[src/design/pixelFormatPkg.sv]
package pixelFormatPkg;

    //////////////////////////////////////////////////////////////////////
    // Widths
    //////////////////////////////////////////////////////////////////////

    // One color channel in the framebuffer
    localparam int SUB_PIXEL_WIDTH = 8;

    // Raw channel is unsigned fixed point, 8 fraction bits
    localparam int RAW_CHANNEL_WIDTH = 16;

    // Raw depth is signed fixed point, 16 fraction bits
    localparam int RAW_DEPTH_WIDTH = 32;

    localparam int DEPTH_WIDTH = 16;
    localparam int FB_INDEX_WIDTH = 14;

    //////////////////////////////////////////////////////////////////////
    // Types
    //////////////////////////////////////////////////////////////////////

    // Red in the top byte, alpha in the bottom byte
    typedef struct packed {
        logic [SUB_PIXEL_WIDTH-1:0] r;
        logic [SUB_PIXEL_WIDTH-1:0] g;
        logic [SUB_PIXEL_WIDTH-1:0] b;
        logic [SUB_PIXEL_WIDTH-1:0] a;
    } pixel_t;

    typedef struct packed {
        logic [RAW_CHANNEL_WIDTH-1:0] r;
        logic [RAW_CHANNEL_WIDTH-1:0] g;
        logic [RAW_CHANNEL_WIDTH-1:0] b;
        logic [RAW_CHANNEL_WIDTH-1:0] a;
    } rawColor_t;

    typedef logic signed [RAW_DEPTH_WIDTH-1:0] rawDepth_t;
    typedef logic [DEPTH_WIDTH-1:0] depth_t;
    typedef logic [FB_INDEX_WIDTH-1:0] fbIndex_t;

    // Fragment as it travels through the pipeline, 62 bits
    typedef struct packed {
        fbIndex_t index;
        depth_t   depth;
        pixel_t   color;
    } fragRecord_t;

endpackage

[src/design/fragmentOpsPkg.sv]
package fragmentOpsPkg;

    //////////////////////////////////////////////////////////////////////
    // Compare functions
    //////////////////////////////////////////////////////////////////////

    // Encoding follows the usual GL ordering
    typedef enum logic [2:0] {
        NEVER    = 3'd0,
        LESS     = 3'd1,
        EQUAL    = 3'd2,
        LEQUAL   = 3'd3,
        GREATER  = 3'd4,
        NOTEQUAL = 3'd5,
        GEQUAL   = 3'd6,
        ALWAYS   = 3'd7
    } testFunc_e;

    //////////////////////////////////////////////////////////////////////
    // Pipeline constants
    //////////////////////////////////////////////////////////////////////

    // Cycles from read index to valid depth data
    localparam int MEM_READ_LATENCY = 2;

    // Pipeline is 5 deep, rounded up for margin
    localparam int MAX_IN_FLIGHT = 8;

    // Wide enough for depth; alpha is zero extended
    localparam int COMPARE_WIDTH = pixelFormatPkg::DEPTH_WIDTH;

    // Shared by the alpha and depth tests
    function automatic logic compareTest(
        input logic [COMPARE_WIDTH-1:0] value,
        input logic [COMPARE_WIDTH-1:0] refValue,
        input testFunc_e                func
    );
        logic pass;
        case (func)
            NEVER:    pass = 1'b0;
            LESS:     pass = value < refValue;
            EQUAL:    pass = value == refValue;
            LEQUAL:   pass = value <= refValue;
            GREATER:  pass = value > refValue;
            NOTEQUAL: pass = value != refValue;
            GEQUAL:   pass = value >= refValue;
            default:  pass = 1'b1;
        endcase
        return pass;
    endfunction

endpackage

[src/design/fragmentPipeline.sv]
`timescale 1ns/1ps

module fragmentPipeline
(
    input  logic                                       clk,
    input  logic                                       reset,

    // Fragment input
    input  logic                                       fragValid,
    input  pixelFormatPkg::fbIndex_t                   fragIndex,
    input  pixelFormatPkg::rawDepth_t                  fragDepth,
    input  pixelFormatPkg::rawColor_t                  fragColor,

    // Configuration, stable while fragments are in flight
    input  fragmentOpsPkg::testFunc_e                  alphaFunc,
    input  logic [pixelFormatPkg::SUB_PIXEL_WIDTH-1:0] alphaRef,
    input  fragmentOpsPkg::testFunc_e                  depthFunc,
    input  logic                                       depthTestEnable,

    // Depth buffer read
    output pixelFormatPkg::fbIndex_t                   depthIndexRead,
    input  pixelFormatPkg::depth_t                     depthIn,

    // Color buffer write
    output pixelFormatPkg::fbIndex_t                   colorIndexWrite,
    output pixelFormatPkg::pixel_t                     colorOut,
    output logic                                       colorWriteEnable,

    // Depth buffer write
    output pixelFormatPkg::fbIndex_t                   depthIndexWrite,
    output pixelFormatPkg::depth_t                     depthOut,
    output logic                                       depthWriteEnable,

    output logic                                       pixelInPipeline
);

    logic                        setupValid;
    pixelFormatPkg::fragRecord_t setupRecord;
    logic                        delayedValid;
    pixelFormatPkg::fragRecord_t delayedRecord;
    logic                        writeBackDone;

    //////////////////////////////////////////////////////////////////////
    // Stages
    //////////////////////////////////////////////////////////////////////

    fragmentSetup u_setup (
        .clk            (clk),
        .reset          (reset),
        .fragValid      (fragValid),
        .fragIndex      (fragIndex),
        .fragDepth      (fragDepth),
        .fragColor      (fragColor),
        .setupValid     (setupValid),
        .setupRecord    (setupRecord),
        .depthIndexRead (depthIndexRead)
    );

    // Waits out the depth memory read
    memoryLatencyDelay u_delay (
        .clk           (clk),
        .reset         (reset),
        .setupValid    (setupValid),
        .setupRecord   (setupRecord),
        .delayedValid  (delayedValid),
        .delayedRecord (delayedRecord)
    );

    fragmentTestWrite u_testWrite (
        .clk              (clk),
        .reset            (reset),
        .delayedValid     (delayedValid),
        .delayedRecord    (delayedRecord),
        .depthIn          (depthIn),
        .alphaFunc        (alphaFunc),
        .alphaRef         (alphaRef),
        .depthFunc        (depthFunc),
        .depthTestEnable  (depthTestEnable),
        .colorIndexWrite  (colorIndexWrite),
        .depthIndexWrite  (depthIndexWrite),
        .colorOut         (colorOut),
        .depthOut         (depthOut),
        .colorWriteEnable (colorWriteEnable),
        .depthWriteEnable (depthWriteEnable),
        .writeBackDone    (writeBackDone)
    );

    fragmentTracker u_tracker (
        .clk             (clk),
        .reset           (reset),
        .fragValid       (fragValid),
        .writeBackDone   (writeBackDone),
        .pixelInPipeline (pixelInPipeline)
    );

endmodule

[src/design/fragmentSetup.sv]
`timescale 1ns/1ps

module fragmentSetup
(
    input  logic                        clk,
    input  logic                        reset,

    // Incoming fragment strobe
    input  logic                        fragValid,
    input  pixelFormatPkg::fbIndex_t    fragIndex,
    input  pixelFormatPkg::rawDepth_t   fragDepth,
    input  pixelFormatPkg::rawColor_t   fragColor,

    // Towards the latency buffer
    output logic                        setupValid,
    output pixelFormatPkg::fragRecord_t setupRecord,

    // Depth buffer read port
    output pixelFormatPkg::fbIndex_t    depthIndexRead
);

    //////////////////////////////////////////////////////////////////////
    // Clamping
    //////////////////////////////////////////////////////////////////////

    // Raw depth has as many fraction bits as the buffer value
    function automatic pixelFormatPkg::depth_t clampDepth(
        input pixelFormatPkg::rawDepth_t raw
    );
        pixelFormatPkg::depth_t result;
        if (raw[pixelFormatPkg::RAW_DEPTH_WIDTH-1])
        begin
            // Behind the near plane
            result = '0;
        end
        else if (|raw[pixelFormatPkg::RAW_DEPTH_WIDTH-2:pixelFormatPkg::DEPTH_WIDTH])
        begin
            // At or beyond 1.0
            result = '1;
        end
        else
        begin
            result = raw[pixelFormatPkg::DEPTH_WIDTH-1:0];
        end
        return result;
    endfunction

    // Any integer bit saturates the channel to full intensity
    function automatic logic [pixelFormatPkg::SUB_PIXEL_WIDTH-1:0] clampChannel(
        input logic [pixelFormatPkg::RAW_CHANNEL_WIDTH-1:0] raw
    );
        logic [pixelFormatPkg::SUB_PIXEL_WIDTH-1:0] result;
        if (|raw[pixelFormatPkg::RAW_CHANNEL_WIDTH-1:pixelFormatPkg::SUB_PIXEL_WIDTH])
            result = '1;
        else
            result = raw[pixelFormatPkg::SUB_PIXEL_WIDTH-1:0];
        return result;
    endfunction

    //////////////////////////////////////////////////////////////////////
    // Registers
    //////////////////////////////////////////////////////////////////////

    always_ff @(posedge clk)
    begin
        if (reset)
            setupValid <= 1'b0;
        else
            setupValid <= fragValid;
    end

    // Read is issued in the same cycle the record leaves this stage
    always_ff @(posedge clk)
    begin
        if (fragValid)
        begin
            setupRecord.index   <= fragIndex;
            setupRecord.depth   <= clampDepth(fragDepth);
            setupRecord.color.r <= clampChannel(fragColor.r);
            setupRecord.color.g <= clampChannel(fragColor.g);
            setupRecord.color.b <= clampChannel(fragColor.b);
            setupRecord.color.a <= clampChannel(fragColor.a);
            depthIndexRead      <= fragIndex;
        end
    end

endmodule

[src/design/fragmentTestWrite.sv]
`timescale 1ns/1ps

module fragmentTestWrite
(
    input  logic                                       clk,
    input  logic                                       reset,

    // Fragment together with its stored depth
    input  logic                                       delayedValid,
    input  pixelFormatPkg::fragRecord_t                delayedRecord,
    input  pixelFormatPkg::depth_t                     depthIn,

    // Test configuration
    input  fragmentOpsPkg::testFunc_e                  alphaFunc,
    input  logic [pixelFormatPkg::SUB_PIXEL_WIDTH-1:0] alphaRef,
    input  fragmentOpsPkg::testFunc_e                  depthFunc,
    input  logic                                       depthTestEnable,

    // Framebuffer write-back
    output pixelFormatPkg::fbIndex_t                   colorIndexWrite,
    output pixelFormatPkg::fbIndex_t                   depthIndexWrite,
    output pixelFormatPkg::pixel_t                     colorOut,
    output pixelFormatPkg::depth_t                     depthOut,
    output logic                                       colorWriteEnable,
    output logic                                       depthWriteEnable,
    output logic                                       writeBackDone
);

    localparam int PAD_WIDTH = fragmentOpsPkg::COMPARE_WIDTH - pixelFormatPkg::SUB_PIXEL_WIDTH;

    logic                        testValid;
    pixelFormatPkg::fragRecord_t testRecord;
    logic                        alphaPass;
    logic                        depthPass;
    logic                        writeColor;

    //////////////////////////////////////////////////////////////////////
    // Stage 1: alpha and depth tests
    //////////////////////////////////////////////////////////////////////

    always_ff @(posedge clk)
    begin
        if (reset)
            testValid <= 1'b0;
        else
            testValid <= delayedValid;
    end

    always_ff @(posedge clk)
    begin
        testRecord <= delayedRecord;
        alphaPass  <= fragmentOpsPkg::compareTest({{PAD_WIDTH{1'b0}}, delayedRecord.color.a},
                                                  {{PAD_WIDTH{1'b0}}, alphaRef}, alphaFunc);
        depthPass  <= fragmentOpsPkg::compareTest(delayedRecord.depth, depthIn, depthFunc);
    end

    // Disabled depth testing lets every fragment through
    assign writeColor = testValid && alphaPass && (depthPass || !depthTestEnable);

    //////////////////////////////////////////////////////////////////////
    // Stage 2: write-back
    //////////////////////////////////////////////////////////////////////

    always_ff @(posedge clk)
    begin
        if (reset)
        begin
            colorWriteEnable <= 1'b0;
            depthWriteEnable <= 1'b0;
            writeBackDone    <= 1'b0;
        end
        else
        begin
            colorWriteEnable <= writeColor;
            depthWriteEnable <= writeColor && depthTestEnable;
            writeBackDone    <= testValid;
        end
    end

    always_ff @(posedge clk)
    begin
        if (testValid)
        begin
            colorIndexWrite <= testRecord.index;
            depthIndexWrite <= testRecord.index;
            colorOut        <= testRecord.color;
            depthOut        <= testRecord.depth;
        end
    end

endmodule

[src/design/fragmentTracker.sv]
`timescale 1ns/1ps

module fragmentTracker
(
    input  logic clk,
    input  logic reset,
    input  logic fragValid,
    input  logic writeBackDone,
    output logic pixelInPipeline
);

    localparam int COUNT_WIDTH = $clog2(fragmentOpsPkg::MAX_IN_FLIGHT + 1);

    logic [COUNT_WIDTH-1:0] count;
    logic [COUNT_WIDTH-1:0] nextCount;

    // Entry and exit in the same cycle cancel out
    always_comb
    begin
        nextCount = count;
        case ({fragValid, writeBackDone})
            2'b10:   nextCount = count + 1'b1;
            2'b01:   nextCount = count - 1'b1;
            default: nextCount = count;
        endcase
    end

    always_ff @(posedge clk)
    begin
        if (reset)
        begin
            count           <= '0;
            pixelInPipeline <= 1'b0;
        end
        else
        begin
            count           <= nextCount;
            pixelInPipeline <= nextCount != '0;
        end
    end

endmodule

[src/design/memoryLatencyDelay.sv]
`timescale 1ns/1ps

module memoryLatencyDelay
(
    input  logic                        clk,
    input  logic                        reset,

    input  logic                        setupValid,
    input  pixelFormatPkg::fragRecord_t setupRecord,

    // Lines up with depthIn from the memory
    output logic                        delayedValid,
    output pixelFormatPkg::fragRecord_t delayedRecord
);

    localparam int DEPTH = fragmentOpsPkg::MEM_READ_LATENCY;

    logic                        validPipe  [DEPTH];
    pixelFormatPkg::fragRecord_t recordPipe [DEPTH];

    // Valid bits, one per stage
    always_ff @(posedge clk)
    begin
        if (reset)
        begin
            for (int i = 0; i < DEPTH; i++)
                validPipe[i] <= 1'b0;
        end
        else
        begin
            validPipe[0] <= setupValid;
            for (int i = 1; i < DEPTH; i++)
                validPipe[i] <= validPipe[i-1];
        end
    end

    // Records shift unconditionally, each tagged by its valid bit
    always_ff @(posedge clk)
    begin
        recordPipe[0] <= setupRecord;
        for (int i = 1; i < DEPTH; i++)
            recordPipe[i] <= recordPipe[i-1];
    end

    assign delayedValid  = validPipe[DEPTH-1];
    assign delayedRecord = recordPipe[DEPTH-1];

endmodule

[config.mk]
export PLATFORM = sky130hd
export DESIGN_NAME = fragmentPipeline
export DESIGN_NICKNAME = d
export VERILOG_FILES = /design/src/design/pixelFormatPkg.sv /design/src/design/fragmentOpsPkg.sv /design/src/design/fragmentPipeline.sv /design/src/design/fragmentSetup.sv /design/src/design/fragmentTestWrite.sv /design/src/design/fragmentTracker.sv /design/src/design/memoryLatencyDelay.sv
export SDC_FILE = /design/constraint.sdc
export NUM_CORES = 1
export LEC_CHECK = 0
export BUFFER_PORTS_ARGS = -buffer_cell sky130_fd_sc_hd__clkbuf_2
export CAP_MARGIN = 10
export CORE_ASPECT_RATIO = 1.5
export CORE_MARGIN = 5
export CORE_UTILIZATION = 30
export CTS_CLUSTER_DIAMETER = 30
export DETAILED_ROUTE_END_ITERATION = 8
export PLACE_DENSITY = 0.52
export SYNTH_ARGS = -nofsm -noshare
export SYNTH_HDL_FRONTEND = slang
export SYNTH_SLANG_ARGS = --single-unit
[constraint.sdc]
create_clock -name clk -period 3.49 [get_ports clk]
set_clock_uncertainty 0.2 [all_clocks]
set_input_delay 0.698 -clock clk [delete_from_list [all_inputs] [get_ports clk]]
set_output_delay 0.698 -clock clk [all_outputs]
set_load 0.05 [all_outputs]
==> results of run 1 <==
## state kept, by name (all words and copies together) (netlist names), 2 cells and up
| name | cells |
|---|---|
| u_delay.recordPipe | 124 |
| u_setup.setupRecord | 62 |
| u_testWrite.testRecord | 62 |
| u_testWrite.colorOut | 32 |
| u_testWrite.depthOut | 16 |
| u_testWrite.colorIndexWrite | 14 |
| u_tracker.count | 4 |
| u_delay.validPipe | 2 |
## worst min-delay path by stage
| stage | cells past startpoint | slack, ps | start | to |
|---|---|---|---|---|
| final | 0 | 120 | u_delay.recordPipe[0][55] | u_delay.recordPipe[0][117] |
| after floorplan | 0 | 110 | u_delay.recordPipe[0][38] | u_delay.recordPipe[0][100] |
| after global placement | 0 | 110 | u_delay.recordPipe[0][7] | u_delay.recordPipe[0][69] |
| after global routing | 1 | 110 | fragIndex[8] | u_setup.setupRecord[56] |
| after detailed placement | 0 | 110 | u_delay.recordPipe[0][51] | u_delay.recordPipe[0][113] |
| after CTS | 1 | 110 | fragIndex[9] | u_setup.setupRecord[57] |
## cell usage in the layout (no fill, tap or decap), drive strengths merged, types with 12 or more instances in the layout
cell    instances
a21oi          12
clkbuf        286
clkinv         17
dfxtp         200
edfxtp        124
ha             27
inv            45
nor2           45
nor4           12
or2            32
## power by group through the flow
stage	logic [mW]	clock network [mW]	registers, mW
2_1_floorplan	0.158	0	4.26
3_3_place_gp	0.286	0	4.27
3_5_place_dp	0.291	0	4.28
4_1_cts	0.293	4.74	4.20
5_1_grt	0.321	4.91	4.21
6_report	0.287	4.58	4.19
## per-layer routing
layer  GRT usage (%)  wire length [microns]  vias to the layer above
li1                -                      -                     2441
met4           5.416                    726                        0
met2           18.28                   9379                      160
met5               0                      0                        -
met1           9.036                   5481                     2248
met3           3.036                   1137                       49
## stage by stage
step | util (%) | total power, mW | hold WS (ps) | instance area [sq um] | cells
final | 40.22 | 9.062 | 117.9 | 12360 | 1266
after global routing | 40.22 | 9.441 | 109.5 | 12360 | 1266
after CTS | 40.22 | 9.228 | 106.0 | 12360 | 1266
after detailed placement | 35.00 | 4.569 | 112.1 | 10760 | 1179
after global placement | 35.00 | 4.557 | 109.7 | 10760 | 1179
after floorplan | - | 4.420 | 109.6 | 9275 | 568
## synthesized netlist by cell type (2+ instances only)
master	count	area share (%)
dfxtp_1	200	43
edfxtp_1	124	40
nor2_1	45	1.8
or2_2	32	2.2
inv_1	29	1.2
buf_4	28	2.3
ha_1	27	3.6
a21oi_1	12	0.65
nor4_1	12	0.81
nand2_1	8	0.32
nor2b_1	8	0.54
nand4_1	7	0.47
clkbuf_1	4	0.16
a21o_1	3	0.24
o21ai_0	3	0.16
mux2i_1	2	0.22
nand3_1	2	0.11
nor3_1	2	0.11
o21a_1	2	0.16
xnor2_1	2	0.19
xor2_1	2	0.19
## cells by family (layout without fill, tap and decap cells)
kind of cell	count (synthesis)	count (layout)	synth area share (%)
flip-flops	324	324	83.31
AND/OR/NAND/NOR	123	123	6.934
buffers and inverters	62	355	3.642
adder cells (fa/ha/maj)	28	28	3.858
AO/OA/AOI/OAI	25	25	1.659
XOR/XNOR	4	4	0.3778
multiplexers	2	2	0.2158
## cell type report
cell class	instances	share of cell area [%]
Multi-Input combinational cell	182	9.785
Clock inverter	36	2.914
Timing Repair Buffer	239	9.735
Inverter	29	0.8804
Tap cell	405	4.098
Sequential cell	324	62.53
Clock buffer	51	10.06
==> metrics.md, run 1 <==
| Metric | Value |
|---|---|
| Tot GR Track Use | `about a tenth` |
| Leak | `between 5 and 6 nW` |
| CP top delay family | `flip-flops` |
| # DRC | `0` |
| # fillers | `2886` |
| NetSw | `approximately 2.0 mW` |
| Register area | `around 7700 sq um` |
| Starting Density | `a little under a third` |
| Syn_area_per_cell | `16.33 sq um` |
| Endpoints failing hold | `0` |
| Largest fanout on the critical path | `2` |
| Hold Crit Class | `flip-flop to flip-flop` |
| CTS Buf Count | `47` |
| P_int | `about 7.0 mW` |
| Number of vias per cell | `between 3 and 4` |
| CTS root buf | `clkbuf_16` |
| Cell Rows | `79` |
| Reg2Reg Depth | `7` |
| Die W | `153.6 microns` |
| CTS clk-pin slew, worst paths | `60 ps` |
| Unique cell type count in the Yosys netlist | `35` |
| Postcts setup bufs | `0` |
| CP Class | `flip-flop to output port` |
| ANT cells | `0` |
| DRT Pass-1 Iters | `4` |
| Fmax | `about 0.47 GHz` |
| CP Depth | `1` |
| Gpl congestion | `roughly 0.75` |
| Initial antenna violation count | `0` |
| Final HPWL DP | `~12000 microns` |
| Worst Setup SP | `u_setup.setupRecord[60]` |
| Post-Synthesis Cells | `between 500 and 600` |
| Area Overhead vs Synth | `33.31%` |
| Status | `complete, no violations` |
| Clk buf depth | `3` |
| Final WS setup | `~1400 ps` |
| Critical R2R Launch | `u_delay.recordPipe[0][108]` |
| Final ANT Viol Nets | `0` |
| Pwr dens | `approximately 730 nW/um^2` |
| Switching share of power | `a little under a quarter` |
| Sequential fraction of design power | `between 40% and 50%` |
| Yosys reg bits | `324` |
| Max Slew Vio Count | `0` |
| Sequence of cells on the critical path | `clkbuf_2` |
| Global-route wire length before repair | `~26000 microns` |
| Vias in the first global route | `~5300` |
| Worst Path Buf+Inv | `1` |
| Setup TNS | `0 ps` |
| Fin crit period | `2137 ps` |
| Synth warn | `0` |
| Slew HR | `48.61%` |
| Worst ir drop on vdd | `approximately 410 uV` |
| RSZ-0062 raised after global routing | `no` |
| Area of the core | `30740 sq um` |
| Syn_nets | `740` |
| Layout cells sized above 1 | `about two fifths` |
| EDFF count, synth | `~120` |
| Predominant post-synthesis flop cell | `dfxtp_1` |
| I/O pin count | `roughly 240` |
| Required @ worst endpoint | `around 2600 ps` |
| Setup WS pre-CTS | `850.7 ps` |
| Synthesized area | `between 9000 and 10000 sq um` |
| Setup-failing EPs final | `0` |
| Startpoint types | `flip-flop` |
| TritonCTS clock tree | `yes` |
| FF-to-FF setup slack | `1380 ps` |
| CP max-delay cell | `edfxtp_1` |
| Detailed Route Iter0 Violations | `111` |
| Combinational Power Share | `under 10%` |
| Async set or reset register ratio after synthesis | `0%` |
| Via count | `4898` |
| # H-tree levels | `2` |
| Die area | `roughly 35000 sq um` |
| CTS sink cnt | `about 320` |
| Clock Latency Late Sink | `roughly 530 ps` |
| Hold-fix buffers, CTS | `0` |
| CP Capture Type | `output port` |
| Delay of the slowest critical-path stage | `about 440 ps` |
| # port buffers | `~240` |
| Crit path DAT | `1240 ps` |
| R2R Path End | `u_testWrite.depthPass` |
| Multi-input logic area | `around 1200 sq um` |
| Drt total wl | `16730 microns` |
| Layout Nets | `between 900 and 1000` |
| Die height | `225.4 microns` |
| WL/cell | `13.21 microns` |
| PostCTS Resize Cnt | `0` |
| Clock share of power | `just over 50%` |
| Max-cap viol count | `0` |
| Final period util | `just over 60%` |
| Worst-Margin Slew | `a little under 800 ps` |
| GR Overflow Total | `0` |
| Register area share after synthesis | `between 80% and 90%` |
| Largest net degree at the start of global routing | `56` |
| Critical Path End | `depthIndexRead[12]` |
(Power assumes the default switching activity.)
==> run 2, diff against run 1 <==
--- a/config.mk
+++ b/config.mk
@@ -5,6 +5,7 @@
 export SDC_FILE = /design/constraint.sdc
 export NUM_CORES = 1
 export LEC_CHECK = 0
+export ABC_AREA = 1
 export BUFFER_PORTS_ARGS = -buffer_cell sky130_fd_sc_hd__clkbuf_2
 export CAP_MARGIN = 10
 export CORE_ASPECT_RATIO = 1.5
==> constraint.sdc (replaced) <==
create_clock -name clk -period 2 [get_ports clk]
set_clock_uncertainty 0.2 [all_clocks]
set_input_delay 0.4 -clock clk [delete_from_list [all_inputs] [get_ports clk]]
set_output_delay 0.4 -clock clk [all_outputs]
set_load 0.05 [all_outputs]
==> metrics.md, run 2 <==
| Metric | Value |
|---|---|
| Die height | `about 230 microns` |
| Post-synth top cells | `dfxtp_1 (200), edfxtp_1 (124), inv_1 (105)` |
| Endpoints failing hold | `0` |
| Synth area leaders | `dfxtp_1 (42%), edfxtp_1 (39%), inv_1 (4.1%)` |
| CTS clk-pin slew, worst paths | `~60 ps` |
| TritonCTS clock tree | `yes` |
| Max Slew Vio Count | `0` |
| I/O pin count | `237` |
| Worst-Margin Slew | `around 450 ps` |
| Global routing usage on met2 | `18.85%` |
| Most numerous cell in the Yosys netlist | `dfxtp_1` |
| Reg2Reg Depth | `8` |
| Yosys top cell area share | `a little over two fifths` |
| Die area | `around 35000 sq um` |
| Most common cell after layout, fill and taps aside | `clkbuf_2` |
| Syn_area_per_cell | `approximately 14 sq um` |
| Drt total wl | `~18000 microns` |
| Pwr dens | `1171 nW/um^2` |
| Top reg by flops | `u_delay.recordPipe` |
| Area Overhead vs Synth | `38.70%` |
| Starting Density | `between 30% and 40%` |
| Synth warn | `0` |
| Most frequent cells in the layout | `clkbuf_2 (235), dfxtp_1 (199), edfxtp_1 (124)` |
| Final Util | `about two fifths` |
| ANT cells | `0` |
| Fmax | `between 0.5 and 0.6 GHz` |
| Cell Rows | `80` |
| Leak | `5.905 nW` |
| Die W | `155.5 microns` |
| Area of the core | `approximately 32000 sq um` |
| Synthesized area | `about 9500 sq um` |
| CP Class | `flip-flop to flip-flop` |
| # port buffers | `around 240` |
| EDFF count, synth | `124` |
| # DRC | `0` |
| Vias in the first global route | `approximately 5600` |
| Layout Nets | `roughly 1200` |
| CTS Buf Count | `41` |
| Final period util | `between 90% and 100%` |
| R2R Path End | `u_tracker.count[2]` |
| Hold Path Origin | `fragDepth[3]` |
| Worst ir drop on vdd | `655.1 uV` |
| Startpoint types | `flip-flop` |
| GR Overflow Total | `0` |
| Leading area contributor after synthesis | `dfxtp_1` |
| Largest fanout on the critical path | `4` |
| Biggest regs | `u_delay.recordPipe: 124 flops, u_setup.setupRecord: 62 flops, u_testWrite.testRecord: 62 flops` |
| Tot GR Track Use | `10.27%` |
| Tot Pwr | `roughly 15 mW` |
| Async set or reset register ratio after synthesis | `0%` |
| Via count | `5424` |
| Status | `complete, no violations` |
| Crit path DAT | `approximately 2100 ps` |
| GRT met1 Usage | `a little over a tenth` |
| GRT busiest layer | `met2` |
| Final HPWL DP | `around 14000 microns` |
| CP Capture Type | `flip-flop` |
| Initial antenna violation count | `0` |
| Met3 Track Usage GR | `around 2.3%` |
| Hold worst-path end | `u_setup.setupRecord[35]` |
| Syn_nets | `approximately 830` |
| Global-route wire length before repair | `about 28000 microns` |
| WL/cell | `12.98 microns` |
| Critical R2R Launch | `u_testWrite.writeBackDone` |
| Layout cells sized above 1 | `between 30% and 40%` |
| Setup-failing EPs final | `0` |
| Post-Synthesis Cells | `about 660` |
| Clock Latency Late Sink | `~520 ps` |
| Yosys reg bits | `between 300 and 400` |
| Hold Path Cell Cnt | `3` |
| CTS sink cnt | `between 300 and 400` |
| Unique cell type count in the Yosys netlist | `29` |
| # H-tree levels | `2` |
| DRT Pass-1 Iters | `4` |
| FF-to-FF setup slack | `140 ps` |
| Required @ worst endpoint | `approximately 2300 ps` |
| Largest net degree at the start of global routing | `35` |
| Max FFs per register | `124` |
| Gpl congestion | `0.7757` |
| Hold Crit Class | `primary input to flip-flop` |
| Slew HR | `a little over two thirds` |
| Max-cap viol count | `0` |
| Fin crit period | `1856 ps` |
| Number of vias per cell | `3.814` |
| RSZ-0062 raised after global routing | `no` |
| Predominant post-synthesis flop cell | `dfxtp_1` |
| Register area share after synthesis | `about four fifths` |
| Detailed Route Iter0 Violations | `190` |
| CTS root buf | `clkbuf_16` |
| Final ANT Viol Nets | `0` |
| Clk buf depth | `3` |
-- run 2: routing by layer --
layer	vias up	wire length (microns)
met2	170	9933
met3	50	1017
met1	2443	6765
li1	2761	-
met4	0	734
met5	-	0
-- run 2: power by group --
group / switching, mW / internal (mW)
Clock: 2.88 / 4.54
Combinational: 0.408 / 0.315
Sequential: 0.112 / 7.22
Total: 3.40 / 12.1
-- run 2: cells by family after synthesis --
kind of cell	count (synthesis)	synth area share [%]
AO/OA/AOI/OAI	41	2.259
AND/OR/NAND/NOR	126	5.989
adder cells (fa/ha/maj)	28	3.756
buffers and inverters	140	6.698
XOR/XNOR	2	0.1839
flip-flops	324	81.11
-- run 2: repair_timing --
action | 4_1_cts | 5_1_grt
setup endpoints to repair | 0 | 3
setup buffers | 0 | 0
hold buffers | 64 | 0
resized for setup | 0 | 4
endpoints found under the hold margin | 71 | 0
-- run 2: per-stage QoR --
step	std cells	cell area, sq um	hold WS, ps	setup WS [ps]	setup TNS, ps
2_1_floorplan	661	9528	109.6	21.53	0
3_3_place_gp	1282	11100	109.7	-206.0	-538.9
3_5_place_dp	1282	11100	112.1	-263.5	-687.5
4_1_cts	1422	13190	4.307	46.44	0
5_1_grt	1422	13210	27.45	20.66	0
6_report	1422	13210	21.70	144.4	0
-- run 2: worst max-delay path by stage --
stage                              startpoint                        end  slack [ps]  cells past startpoint
finish              u_testWrite.writeBackDone         u_tracker.count[2]         140                      8
global route        u_testWrite.writeBackDone  u_tracker.pixelInPipeline          20                      9
CTS                 u_testWrite.writeBackDone  u_tracker.pixelInPipeline          50                     10
detailed placement                  fragValid  u_tracker.pixelInPipeline        -260                     12
global placement                    fragValid  u_tracker.pixelInPipeline        -210                     12
floorplan                           fragValid  u_tracker.pixelInPipeline          20                     11
-- run 2: area by class of cell --
class | instances | area, sq um
clock buffers | 52 | 1204
flip-flops and latches | 324 | 7731
repair buffers | 310 | 1937
clock inverters | 24 | 245.2
well taps | 410 | 513.0
fillers | 2958 | 18420
multi-input cells | 197 | 1190
inverters | 105 | 394.1
-- run 2: worst max-delay path: stages (launching register included) --
cell     delay, ps
dfxtp_1        370
ha_4           170
inv_1           60
fa_1           370
xor2_1         170
nand2_1         50
o21ai_0         90
or2_2          280
inv_1           50
==> run 3, diff against run 2 <==
--- a/config.mk
+++ b/config.mk
@@ -13,6 +13,7 @@
 export CORE_UTILIZATION = 30
 export CTS_CLUSTER_DIAMETER = 30
 export DETAILED_ROUTE_END_ITERATION = 8
+export HOLD_SLACK_MARGIN = 0.08
 export PLACE_DENSITY = 0.52
 export SYNTH_ARGS = -nofsm -noshare
 export SYNTH_HDL_FRONTEND = slang
==> metrics.md, run 3 (synthesis gave the netlist of run 2 again) <==
| Metric | Value |
|---|---|
| Required @ worst endpoint | `2270 ps` |
| Setup TNS | `0 ps` |
| Leak | `~5.9 nW` |
| # fillers | `around 3000` |
| Largest fanout on the critical path | `4` |
| Detailed Route Iter0 Violations | `roughly 180` |
| Max Slew Vio Count | `0` |
| # port buffers | `roughly 240` |
| Worst-Margin Slew | `448.8 ps` |
| I/O pin count | `roughly 240` |
| Die height | `between 200 and 250 microns` |
| Tot GR Track Use | `about 10%` |
| TritonCTS clock tree | `yes` |
| CP Class | `flip-flop to flip-flop` |
| Starting Density | `30.12%` |
| Largest net degree at the start of global routing | `35` |
| Number of vias per cell | `3.820` |
| Die area | `~35000 sq um` |
| Most frequent cells in the layout | `clkbuf_2 (235), dfxtp_1 (199), edfxtp_1 (124)` |
| Startpoint types | `flip-flop` |
| Slew HR | `70.08%` |
| Drt total wl | `~18000 microns` |
| Layout Nets | `1160` |
| Worst Setup SP | `u_testWrite.writeBackDone` |
| Worst ir drop on vdd | `approximately 660 uV` |
| # H-tree levels | `2` |
| Postcts setup bufs | `0` |
| Crit path DAT | `about 2100 ps` |
| Fmax | `0.5389 GHz` |
| GR Overflow Total | `0` |
| Status | `complete, no violations` |
| Die W | `roughly 160 microns` |
| Vias in the first global route | `roughly 5600` |
| Area post-placement | `roughly 11000 sq um` |
| Most common cell after layout, fill and taps aside | `clkbuf_2` |
| Final HPWL DP | `~14000 microns` |
| Hold Path Origin | `u_delay.recordPipe[0][54]` |
| Layout cells sized above 1 | `around 32%` |
| Endpoints failing hold | `0` |
| CTS sink cnt | `324` |
| Final ANT Viol Nets | `0` |
| Gpl congestion | `0.7757` |
| CP Capture Type | `flip-flop` |
| Max-cap viol count | `0` |
| # DRC | `0` |
| Final Util | `between 40% and 50%` |
| Cell Rows | `80` |
| Final period util | `between 90% and 100%` |
| Hold Crit Class | `flip-flop to flip-flop` |
| Final WS setup | `approximately 140 ps` |
| Pwr dens | `1164 nW/um^2` |
| Setup WS pre-CTS | `-263.5 ps` |
| Fin crit period | `approximately 1900 ps` |
| Setup-failing EPs final | `0` |
| CTS root buf | `clkbuf_16` |
| Design Area, Final | `around 13000 sq um` |
| Biggest regs | `u_delay.recordPipe: 124 flops, u_setup.setupRecord: 62 flops, u_testWrite.testRecord: 62 flops` |
| Clock Latency Late Sink | `520 ps` |
| Initial antenna violation count | `0` |
| Max FFs per register | `between 100 and 150` |
| Clk buf depth | `3` |
| CTS clk-pin slew, worst paths | `approximately 60 ps` |
| RSZ-0062 raised after global routing | `no` |
| DRT Pass-1 Iters | `4` |
| CTS Buf Count | `between 40 and 50` |
| Critical R2R Launch | `u_testWrite.writeBackDone` |
| Area of the core | `approximately 32000 sq um` |
| WL/cell | `roughly 13 microns` |
| ANT cells | `0` |
| Via count | `approximately 5500` |
| Tot Pwr | `roughly 15 mW` |
| Top reg by flops | `u_delay.recordPipe` |
| Global-route wire length before repair | `around 29000 microns` |
| Area Overhead vs Synth | `39.65%` |
[run 3: cell count changes in the layout (fill, tap and decap cells not counted), sizes merged]
cell | before | now
dlygate4sd3 | 64 | 73
[run 3: report_power, final]
group	leakage, nW	switching, mW	total, mW	internal (mW)
Sequential	2.86	0.112	7.33	7.22
Combinational	2.36	0.410	0.736	0.326
Clock	0.717	2.88	7.42	4.54
[run 3: area by class of cell]
class | instances | area [sq um] | area share [%]
Multi-Input combinational cell | 197 | 1190 | 8.944
Clock buffer | 52 | 1204 | 9.047
Clock inverter | 24 | 245.2 | 1.843
Sequential cell | 324 | 7731 | 58.11
Tap cell | 410 | 513.0 | 3.856
Inverter | 105 | 394.1 | 2.962
Timing Repair Buffer | 319 | 2027 | 15.24
[run 3: worst max-delay path, cell delays in order, from the launching register on]
cell and delay, ps:
dfxtp_1 370, ha_4 170, inv_1 60, fa_1 370, xor2_1 170, nand2_1 50, o21ai_0 90, or2_2 280
inv_1 50
[run 3: worst paths after layout]
kind	to	slack [ps]	cells after the start
max	u_tracker.count[2]	140	8
min	u_delay.recordPipe[0][116]	120	0
max reg2reg	u_tracker.count[2]	140	8
min reg2reg	u_delay.recordPipe[0][116]	120	0
[run 3: through the flow]
| step | cells | hold WS [ps] |
|---|---|---|
| CTS | 1431 | 117.8 |
| global placement | 1282 | 109.7 |
| finish | 1431 | 117.6 |
| detailed placement | 1282 | 112.1 |
| global route | 1431 | 118.8 |
| floorplan | 661 | 109.6 |
[run 3: timing repair]
| action | in CTS | in global routing |
|---|---|---|
| hold buffers | 73 | 0 |
| endpoints found under the setup margin | 0 | 3 |
| endpoints found under the hold margin | 76 | 0 |
| resized for setup | 0 | 4 |
[run 3: metal layers]
metal / GRT usage (%) / routed length, microns / vias to the layer above
li1: - / - / 2783
met1: 10.72 / 6683 / 2460
met2: 18.86 / 9941 / 172
met3: 2.275 / 1022 / 52
met4: 5.639 / 741 / 0
met5: 0 / 0 / -
